**config.mk**
```make
export PLATFORM = sky130hd
export DESIGN_NAME = apb_gpio
export DESIGN_NICKNAME = d
export VERILOG_FILES = /design/src/hdl/apb_pkg.sv /design/src/hdl/gpio_pkg.sv /design/src/hdl/apb_gpio.sv /design/src/hdl/gpio_apb_slave.sv /design/src/hdl/gpio_input_sync.sv /design/src/hdl/gpio_irq.sv /design/src/hdl/gpio_regs.sv
export SDC_FILE = /design/constraint.sdc
export NUM_CORES = 1
export LEC_CHECK = 0
export BUFFER_PORTS_ARGS = -buffer_cell sky130_fd_sc_hd__buf_2
export CAP_MARGIN = 10
export CORE_ASPECT_RATIO = 1.2
export CORE_MARGIN = 4
export CORE_UTILIZATION = 45
export CTS_BUF_LIST = sky130_fd_sc_hd__clkbuf_16
export DETAILED_ROUTE_END_ITERATION = 10
export GPL_TIMING_DRIVEN = 0
export MAX_ROUTING_LAYER = met4
export PLACE_DENSITY = 0.62
export SLEW_MARGIN = 15
export SYNTH_ARGS = -nofsm -noshare
export SYNTH_HDL_FRONTEND = slang
export SYNTH_SLANG_ARGS = --single-unit
export TNS_END_PERCENT = 50
```
**constraint.sdc**
```tcl
create_clock -name HCLK -period 3.05 [get_ports HCLK]
set_clock_uncertainty 0.05 [all_clocks]
set_input_delay 0.4575 -clock HCLK [delete_from_list [all_inputs] [get_ports HCLK]]
set_output_delay 0.4575 -clock HCLK [all_outputs]
set_load 0.01 [all_outputs]
```
**src/hdl/apb_pkg.sv**
```systemverilog
`default_nettype none

package apb_pkg;

    localparam int apb_addr_width = 12; // 4 KB slave window
    localparam int apb_data_width = 32;

    // Slave-side view of one APB transfer
    typedef struct packed {
        logic [apb_addr_width-1:0] paddr;
        logic [apb_data_width-1:0] pwdata;
        logic                      pwrite;
        logic                      psel;
        logic                      penable;
    } apb_req_t;

endpackage

`default_nettype wire

```
**src/hdl/gpio_pkg.sv**
```systemverilog
`default_nettype none

package gpio_pkg;

    localparam int pad_num    = 32;
    localparam int group_size = 4;                  // Pads per sampling enable
    localparam int num_groups = pad_num / group_size;

    typedef logic [4:0] gpio_reg_idx_t;             // Word index, address bits 6:2

    localparam gpio_reg_idx_t reg_paddir     = 5'd0; // 0x00
    localparam gpio_reg_idx_t reg_gpioen     = 5'd1; // 0x04
    localparam gpio_reg_idx_t reg_padin      = 5'd2; // 0x08
    localparam gpio_reg_idx_t reg_padout     = 5'd3; // 0x0C
    localparam gpio_reg_idx_t reg_padoutset  = 5'd4; // 0x10
    localparam gpio_reg_idx_t reg_padoutclr  = 5'd5; // 0x14
    localparam gpio_reg_idx_t reg_inten      = 5'd6; // 0x18
    localparam gpio_reg_idx_t reg_inttype_lo = 5'd7; // 0x1C, pads 0 to 15
    localparam gpio_reg_idx_t reg_inttype_hi = 5'd8; // 0x20, pads 16 to 31
    localparam gpio_reg_idx_t reg_intstatus  = 5'd9; // 0x24, clear on read

    typedef enum logic [1:0] {
        int_fall = 2'd0,
        int_rise = 2'd1,
        int_both = 2'd2,
        int_none = 2'd3
    } int_type_e;

    typedef struct packed {
        logic [pad_num-1:0]       dir;              // 1 drives the pad
        logic [pad_num-1:0]       out;
        logic [pad_num-1:0]       en;
        logic [pad_num-1:0]       inten;
        logic [pad_num-1:0][1:0]  inttype;          // Holds int_type_e codes
    } gpio_cfg_t;

    typedef struct packed {
        logic          valid;
        gpio_reg_idx_t idx;
        logic [31:0]   data;
    } gpio_wr_t;

endpackage

`default_nettype wire

```
**src/hdl/apb_gpio.sv**
```systemverilog
`timescale 1ns/1ps
`default_nettype none

module apb_gpio (
    input  logic                               HCLK,
    input  logic                               HRESETn,
    input  logic [apb_pkg::apb_addr_width-1:0] paddr,
    input  logic [apb_pkg::apb_data_width-1:0] pwdata,
    input  logic                               pwrite,
    input  logic                               psel,
    input  logic                               penable,
    output logic [apb_pkg::apb_data_width-1:0] prdata,
    output logic                               pready,
    output logic                               pslverr,
    input  logic [gpio_pkg::pad_num-1:0]       gpio_in,
    output logic [gpio_pkg::pad_num-1:0]       gpio_in_sync,
    output logic [gpio_pkg::pad_num-1:0]       gpio_out,
    output logic [gpio_pkg::pad_num-1:0]       gpio_dir,
    output logic                               interrupt
);

    import apb_pkg::*;
    import gpio_pkg::*;

    apb_req_t           req;
    gpio_wr_t           wr;
    gpio_cfg_t          cfg;
    logic               status_rd;
    logic [pad_num-1:0] pad_in;
    logic [pad_num-1:0] rise;
    logic [pad_num-1:0] fall;
    logic [pad_num-1:0] status;

    always_comb
    begin
        req.paddr   = paddr;
        req.pwdata  = pwdata;
        req.pwrite  = pwrite;
        req.psel    = psel;
        req.penable = penable;
    end

    gpio_apb_slave i_gpio_apb_slave (
        .req       (req),
        .cfg       (cfg),
        .pad_in    (pad_in),
        .status    (status),
        .wr        (wr),
        .status_rd (status_rd),
        .prdata    (prdata)
    );

    gpio_regs i_gpio_regs (
        .HCLK    (HCLK),
        .HRESETn (HRESETn),
        .wr      (wr),
        .cfg     (cfg)
    );

    gpio_input_sync i_gpio_input_sync (
        .HCLK    (HCLK),
        .HRESETn (HRESETn),
        .gpio_in (gpio_in),
        .en      (cfg.en),
        .sync    (gpio_in_sync),
        .pad_in  (pad_in),
        .rise    (rise),
        .fall    (fall)
    );

    gpio_irq i_gpio_irq (
        .HCLK      (HCLK),
        .HRESETn   (HRESETn),
        .cfg       (cfg),
        .rise      (rise),
        .fall      (fall),
        .status_rd (status_rd),
        .status    (status),
        .interrupt (interrupt)
    );

    assign gpio_out = cfg.out;
    assign gpio_dir = cfg.dir;

    assign pready  = 1'b1;                          // No wait states
    assign pslverr = 1'b0;

endmodule

`default_nettype wire

```
**src/hdl/gpio_apb_slave.sv**
```systemverilog
`timescale 1ns/1ps
`default_nettype none

module gpio_apb_slave (
    input  apb_pkg::apb_req_t                  req,
    input  gpio_pkg::gpio_cfg_t                cfg,
    input  logic [gpio_pkg::pad_num-1:0]       pad_in,
    input  logic [gpio_pkg::pad_num-1:0]       status,
    output gpio_pkg::gpio_wr_t                 wr,
    output logic                               status_rd,
    output logic [apb_pkg::apb_data_width-1:0] prdata
);

    import gpio_pkg::*;

    gpio_reg_idx_t idx;
    logic          access;
    logic          rd_access;

    assign idx       = req.paddr[6:2];              // Upper bits alias the map
    assign access    = req.psel && req.penable;
    assign rd_access = access && !req.pwrite;

    always_comb
    begin
        wr.valid = access && req.pwrite;
        wr.idx   = idx;
        wr.data  = req.pwdata;
    end

    assign status_rd = rd_access && (idx == reg_intstatus);

    always_comb
    begin
        prdata = '0;
        if (rd_access)
        begin
            case (idx)
                reg_paddir:
                    prdata = cfg.dir;
                reg_gpioen:
                    prdata = cfg.en;
                reg_padin:
                    prdata = pad_in;
                reg_padout:
                    prdata = cfg.out;
                reg_inten:
                    prdata = cfg.inten;
                reg_inttype_lo:
                    prdata = cfg.inttype[pad_num/2-1:0];       // Two bits per pad
                reg_inttype_hi:
                    prdata = cfg.inttype[pad_num-1:pad_num/2];
                reg_intstatus:
                    prdata = status;
                default:
                    prdata = '0;                    // Set, clear and holes read zero
            endcase
        end
    end

endmodule

`default_nettype wire

```
**src/hdl/gpio_input_sync.sv**
```systemverilog
`timescale 1ns/1ps
`default_nettype none

module gpio_input_sync (
    input  logic                         HCLK,
    input  logic                         HRESETn,
    input  logic [gpio_pkg::pad_num-1:0] gpio_in,
    input  logic [gpio_pkg::pad_num-1:0] en,
    output logic [gpio_pkg::pad_num-1:0] sync,
    output logic [gpio_pkg::pad_num-1:0] pad_in,
    output logic [gpio_pkg::pad_num-1:0] rise,
    output logic [gpio_pkg::pad_num-1:0] fall
);

    import gpio_pkg::*;

    logic [num_groups-1:0] grp_en;
    logic [pad_num-1:0]    sync0;
    logic [pad_num-1:0]    sync1;
    logic [pad_num-1:0]    sample;

    always_comb
    begin
        for (int g = 0; g < num_groups; g++)
            grp_en[g] = |en[g*group_size +: group_size];
    end

    always_ff @(posedge HCLK or negedge HRESETn)
    begin
        if (!HRESETn)
        begin
            sync0  <= '0;
            sync1  <= '0;
            sample <= '0;
        end
        else
        begin
            for (int i = 0; i < pad_num; i++)
            begin
                if (grp_en[i/group_size])           // Idle groups hold all stages
                begin
                    sync0[i]  <= gpio_in[i];
                    sync1[i]  <= sync0[i];
                    sample[i] <= sync1[i];
                end
            end
        end
    end

    assign sync   = sync1;
    assign pad_in = sample;
    assign rise   = sync1 & ~sample;
    assign fall   = ~sync1 & sample;

endmodule

`default_nettype wire

```
**src/hdl/gpio_irq.sv**
```systemverilog
`timescale 1ns/1ps
`default_nettype none

module gpio_irq (
    input  logic                         HCLK,
    input  logic                         HRESETn,
    input  gpio_pkg::gpio_cfg_t          cfg,
    input  logic [gpio_pkg::pad_num-1:0] rise,
    input  logic [gpio_pkg::pad_num-1:0] fall,
    input  logic                         status_rd,
    output logic [gpio_pkg::pad_num-1:0] status,
    output logic                         interrupt
);

    import gpio_pkg::*;

    logic [pad_num-1:0] match;
    logic [pad_num-1:0] hit;

    always_comb
    begin
        for (int i = 0; i < pad_num; i++)
        begin
            case (int_type_e'(cfg.inttype[i]))
                int_fall:
                    match[i] = fall[i];
                int_rise:
                    match[i] = rise[i];
                int_both:
                    match[i] = rise[i] | fall[i];
                int_none:
                    match[i] = 1'b0;
            endcase
        end
    end

    assign hit       = match & cfg.inten & cfg.en;
    assign interrupt = |hit;

    // New events win over the clear of a status read in the same cycle
    always_ff @(posedge HCLK or negedge HRESETn)
    begin
        if (!HRESETn)
        begin
            status <= '0;
        end
        else if (interrupt)
        begin
            status <= status | hit;
        end
        else if (status_rd)
        begin
            status <= '0;
        end
    end

endmodule

`default_nettype wire

```
**src/hdl/gpio_regs.sv**
```systemverilog
`timescale 1ns/1ps
`default_nettype none

module gpio_regs (
    input  logic                HCLK,
    input  logic                HRESETn,
    input  gpio_pkg::gpio_wr_t  wr,
    output gpio_pkg::gpio_cfg_t cfg
);

    import gpio_pkg::*;

    always_ff @(posedge HCLK or negedge HRESETn)
    begin
        if (!HRESETn)
        begin
            cfg <= '0;                              // Inputs, falling type
        end
        else if (wr.valid)
        begin
            case (wr.idx)
                reg_paddir:
                begin
                    cfg.dir <= wr.data;
                end
                reg_gpioen:
                begin
                    cfg.en <= wr.data;
                end
                reg_padout:
                begin
                    cfg.out <= wr.data;
                end
                reg_padoutset:
                begin
                    cfg.out <= cfg.out | wr.data;
                end
                reg_padoutclr:
                begin
                    cfg.out <= cfg.out & ~wr.data;
                end
                reg_inten:
                begin
                    cfg.inten <= wr.data;
                end
                reg_inttype_lo:
                begin
                    cfg.inttype[pad_num/2-1:0] <= wr.data;     // Pad i in bits 2i+1:2i
                end
                reg_inttype_hi:
                begin
                    cfg.inttype[pad_num-1:pad_num/2] <= wr.data;
                end
                default:
                begin
                    cfg <= cfg;                     // Read-only or unmapped
                end
            endcase
        end
    end

endmodule

`default_nettype wire

```
==> Word level (Yosys, flattened, before mapping) <==
Cells that the tools add are included.
{ "classes": {"eq_ne": 105, "n_mux": 37, "bitwise": 42, "n_reduce_logical": 55} }
{ "ops": {"columns": ["cell", "count"], "rows": [
  ["$pmux 32 s8", 1],
  ["$and 32x32->32", 5],
  ["$eq 2x2->1 const B", 64],
  ["$pmux 1 s4", 32],
  ["$mux 32", 3],
  ["$not 32->32", 3],
  ["$pmux 32 s3", 1],
  ["$eq 2x1->1 const B", 32],
  ["$logic_not 2->1", 32],
  ["$or 32x32->32", 2],
  ["$or 1x1->1", 32],
  ["$reduce_or 32->1", 1],
  ["$reduce_or 4->1", 8],
  ["$eq 5x3->1 const B", 4],
  ["$reduce_and 2->1", 6],
  ["$eq 5x2->1 const B", 2],
  ["$eq 5x4->1 const B", 2],
  ["$eq 5x1->1 const B", 1],
  ["$logic_not 5->1", 1],
  ["$logic_and 1x1->1", 4],
  ["$reduce_bool 3->1", 1],
  ["$reduce_bool 2->1", 1],
  ["$logic_not 1->1", 1]
]} }
{ "word_totals": {"regBits": 320, "input_bits": 81, "output_inout_bits": 131, "word_cells": 300} }

==> Longest topological paths before layout <==
{ "logic_depth": {"ltp_word": 8, "ltp_mapped": 10, "depth_no_buf": 9} }

==> By module <==
From an unflattened synthesis, not the netlist that was laid out.
{ "hier_totals": {"hier_cells": 1293, "hier_area_um2": 16440.8} }
{ "by_module_without_submodules": {"columns": ["module", "n_inst", "cells_per_inst", "area_per_inst_um2", "seq_area_each_um2"], "rows": [
  ["gpio_regs", 1, 499, 7686.1, 4804.6],
  ["gpio_input_sync", 1, 272, 4144.0, 2402.3],
  ["gpio_apb_slave", 1, 272, 2541.2, 0.0],
  ["gpio_irq", 1, 246, 2047.0, 800.8],
  ["apb_gpio", 1, 4, 22.5, 0.0]
]} }

==> Worst setup path before layout <==
OpenSTA, ideal clock, no wires.
{ "synth_timing": {"kind": "reg-to-output", "from": "register i_gpio_input_sync.sync1[31], in the netlist i_gpio_input_sync.sync[31]", "to": "output interrupt", "arrival_time_ns": 2.276, "required_ns": 2.542, "setup_slack_ns": 0.267, "path_stages_with_launch": 8, "path_buffers": 0, "cell_sequence": "dfrtp_1 -> inv_1 -> ha_1 -> mux2_4 -> o2111a_1 -> nor4_1 -> nand3_1 -> or4_2"} }
{ "synth_between": {"elab_chain_cells": 7, "elab_cells_between_ends": 8, "classes_between": "1 x mux; 6 x bitwise; 1 x reduce/logical"} }
{ "synth_lines": {"columns": ["item", "line", "source"], "rows": [
  ["start, declared", "gpio_input_sync.sv:19", "logic [pad_num-1:0] sync1;"],
  ["start signal, assigned by index", "gpio_input_sync.sv:43", "sync1[i] <= sync0[i];"],
  ["$not 32->32", "gpio_input_sync.sv:53", "assign fall = ~sync1 & sample;"],
  ["$and 32x32->32", "gpio_input_sync.sv:53", null],
  ["$or 1x1->1", "gpio_irq.sv:30", "match[i] = rise[i] | fall[i];"],
  ["$pmux 1 s4 *", "gpio_irq.sv:24", "case (int_type_e'(cfg.inttype[i]))"],
  ["$and 32x32->32 * (2 in a row)", "gpio_irq.sv:37", "assign hit = match & cfg.inten & cfg.en;"],
  ["$reduce_or 32->1 *", "gpio_irq.sv:38", "assign interrupt = |hit;"],
  ["end, declared", "apb_gpio.sv:19", "output logic interrupt"]
]} }
Mark *: on every way between the ends. The rest lies on a longest branch, timed or not.

==> Final worst setup path <==
{ "layout_timing": {"from": "register i_gpio_input_sync.sync1[15], in the netlist i_gpio_input_sync.sync[15]", "to": "output interrupt"} }
Same word-level chain as after synthesis.

==> run_results.csv <==
group,metric,value,unit
outcome,status,"complete, but fails checks",
outcome,violations,"negative setup slack",
cts,cts_root_buf,"clkbuf_16",
drt,drc,0,
sta,setup_slack,-404.6,ps
logic_synthesis,synth_nets,1539,
pwr,p_leak,9.344,nW
setup_path,cp_data_arrival_time,2950,ps
setup_path,crit_chain,"ha_2 > mux2_2 > o2111a_2 > nor4_4 > nand3_2 > or4_4 > buf_6",
logic_synthesis,ys_warn_count,0,
cells_and_area,layout_common_cells,"dfrtp_1 (317), mux2_2 (224), buf_2 (206)",
sta,clock.fmax,289.5,MHz
sta,setup_tns,-404.6,ps
run,maxCapViolCount,0,
cells_and_area,instances_no_fill,2136,
sta,worst_slew_margin_rel,32.58,%
sta,tightest_slew,1011,ps
drt,dr.pass1.iters,5,
setup_path,slowest_delay,590,ps
sta,rsz0062_at_grt,"true",
cts,clk_latency,520,ps
floorplan,core_area,35100,um^2
drt,via_count,12629,
cts,cts.sinks,320,
pwr,powerDensity,713.5,nW/um^2
sta,fin_crit,3455,ps
pwr,power_frac_seq,45.0,%
logic_synthesis,syn_inst,1394,
logic_synthesis,seq_area_frac_synth,49.95,%
floorplan,die_h,214.8,um
sta,finalSetupViolations,1,
place,dp_slack,-915.6,ps
setup_path,cp-end-kind,"output port",
logic_synthesis,netlist_area,16030,um^2
sta,final_hold_viol_count,0,
floorplan,initial_core_util,45.68,%
logic_synthesis,synth_area_per_cell,11.50,um^2
pwr,p_comb_share,23.3,%
place,place_hpwl,37340,um
grt,grt_antenna_before_repair,2,
cts,clkTransAtPathRegs,60,ps
cts,htree_levels,2,
floorplan,ios,212,
floorplan,die_x,180.3,um
cts,clockBufferDepth,3,
grt,grt_pass1_vias,12794,
floorplan,rows,75,
cts,cts_buffers,35,
grt,grt_pass1_wl,79980,um
logic_synthesis,synth_cell_types,42,
pwr,p_clk_share,31.7,%
drt,wire_per_inst,24.69,um
grt,overflow,0,
drt,drtAntennaViolNets,0,
cells_and_area,area_growth,20.28,%
pwr,finalPower,13.76,mW
cells_and_area,num-nets-final,1793,
grt,grt_use_total,27.43,%
drt,drtIter0Drc,992,
floorplan,fp.dieArea,38720,um^2
setup_path,critical_path.top_delay_family,"simple AND/OR/NAND/NOR gates",
sta,slew_violations,0,
setup_path,crit_path_top_delay_cell,"or4_4",
setup_path,critPathBufInv,1,
cells_and_area,final_common_cell,"dfrtp_1",
drt,via_per_inst,5.912,
drt,wl,52740,um
pwr,p_int,9.392,mW
sta,period_share,113.3,%
setup_path,path_max_fanout,3,
place,dp.cells,2062,
grt,grt_max_degree,102,
pwr,p_switching,4.367,mW
cts,cts_tree,"built",
worst_hold_path,hold_class,"in2reg",
setup_path,critPathRequiredTime,2540,ps
pwr,switching_share,31.74,%
place,port_buffers,201,
setup_path,cp-start-kind,"flop",
logic_synthesis,ys_ff_latch,320,
cells_and_area,drive_above_1_share,37.74,%
setup_path,worstSetupPathType,"reg2out",
place,gp_congestion,0.9342,
pwr,ir_worst_vdd,0.0004617,V
==> kinds of logic after synthesis <==
| kind of cell | count (synthesis) | synth area share (%) |
|---|---|---|
| DFF | 320 | 49.95 |
| AOI/OAI and AO/OA | 318 | 14.11 |
| muxes | 256 | 17.77 |
| buffers and inverters | 245 | 7.407 |
| and+or+nand+nor | 189 | 5.721 |
| adders and majority gates | 64 | 4.995 |
| other | 2 | 0.04684 |
==> flip-flops by register name (all words and copies together) (netlist names) <==
register and flops:
i_gpio_regs.cfg 192, i_gpio_irq.status 32, i_gpio_input_sync.sync0 32, i_gpio_input_sync.pad_in 32, i_gpio_input_sync.sync 32
==> per-stage QoR <==
| stage | cell area (um^2) | hold slack, ps | util [%] |
|---|---|---|---|
| floorplan | 16030 | 111.9 | - |
| global placement | 17620 | 409.9 | 50.19 |
| detailed placement | 17770 | 361.9 | 50.64 |
| CTS | 19130 | 96.41 | 54.52 |
| global route | 19280 | 105.9 | 54.94 |
| finish | 19280 | 107.8 | 54.94 |
==> routing by layer <==
| layer | up-vias | share of wire, % | global-route usage (%) |
|---|---|---|---|
| met5 | - | 0 | - |
| met4 | 0 | 4.2 | 10.24 |
| met3 | 124 | 7.2 | 4.718 |
| met2 | 542 | 48 | 43.93 |
| met1 | 6413 | 41 | 35.23 |
| li1 | 5550 | - | - |
==> final timing paths <==
path / depth (start not counted) / endpoint / from / slack [ps]
min in group asynchronous: 2 / i_gpio_input_sync.sync[26]$_DFFE_PN0P_ / HRESETn / 400
max in group asynchronous: 5 / i_gpio_regs.cfg[169]$_DFFE_PN0P_ / HRESETn / 930
worst min-delay path: 2 / i_gpio_input_sync.sync0[15]$_DFFE_PN0P_ / gpio_in[15] / 110
worst max register to register: 9 / i_gpio_irq.status[21]$_DFFE_PN0P_ / i_gpio_input_sync.sync[15]$_DFFE_PN0P_ / 90
worst max-delay path: 7 / interrupt / i_gpio_input_sync.sync[15]$_DFFE_PN0P_ / -400
worst min register to register: 1 / i_gpio_irq.status[20]$_DFFE_PN0P_ / i_gpio_irq.status[20]$_DFFE_PN0P_ / 430
==> cell usage after synthesis, drive strengths merged <==
cell type	n	share of area (%)
and3	1	0.039
or4b	1	0.086
nor4	11	0.43
mux2	226	16
dfrtp	320	50
o32a	20	1.2
or3b	2	0.11
ha	64	5.0
nand2	96	2.2
a21oi	9	0.28
o21ai	79	2.5
o21a	1	0.047
or3	1	0.039
conb	2	0.047
or4	1	0.055
buf	90	3.8
o211ai	32	1.5
nand3	2	0.062
a31oi	32	1.2
or2	2	0.078
nand3b	6	0.28
clkbuf	41	0.96
o22ai	6	0.23
a22oi	64	3.0
nor3	2	0.062
and2	1	0.039
o2111a	2	0.14
nor4b	1	0.15
inv	114	2.7
a221oi	32	1.7
nor2	24	0.56
a21o	5	0.23
mux2i	30	1.9
a22o	32	1.7
nand2b	3	0.12
o32ai	4	0.22
nand4	35	1.4
==> worst reg2reg max path: cells and delay by family, from the launching register on <==
| kind | cells | cell delay, ps |
|---|---|---|
| AOI/OAI and AO/OA | 2 | 510 |
| muxes | 1 | 260 |
| adders and majority gates | 1 | 200 |
| buffers and inverters | 2 | 280 |
| DFF | 1 | 450 |
| and+or+nand+nor | 3 | 1100 |
==> power by group through the flow <==
| stage | combinational, mW | sequential [mW] | clock (mW) |
|---|---|---|---|
| 2_1_floorplan | 2.06 | 5.97 | 0 |
| 3_3_place_gp | 2.99 | 6.18 | 0 |
| 3_5_place_dp | 3.14 | 6.24 | 0 |
| 4_1_cts | 3.21 | 6.17 | 4.41 |
| 5_1_grt | 3.69 | 6.31 | 4.58 |
| 6_report | 3.20 | 6.19 | 4.37 |
==> timing repair <==
action                                  in CTS  in global routing
gates resized for setup                     62                 27
hold endpoints to repair                    53                  0
hold buffers                                 1                  0
endpoints found under the setup margin      60                 52
buffers inserted                             4                  6
pin swaps                                    4                  9
cloned                                       0                  0
==> layout make-up <==
class / count / area [um^2]
timing repair buffer: 217 / 1205
clock inverter: 26 / 270.3
antenna: 2 / 5.005
sequential: 320 / 8011
clock buffer: 35 / 875.8
buffer: 131 / 852.1
tap: 462 / 578.1
multi-input combinational: 829 / 7058
fill: 3104 / 15810
inverter: 114 / 427.9
Note: power is estimated with default switching activity, not from simulation.
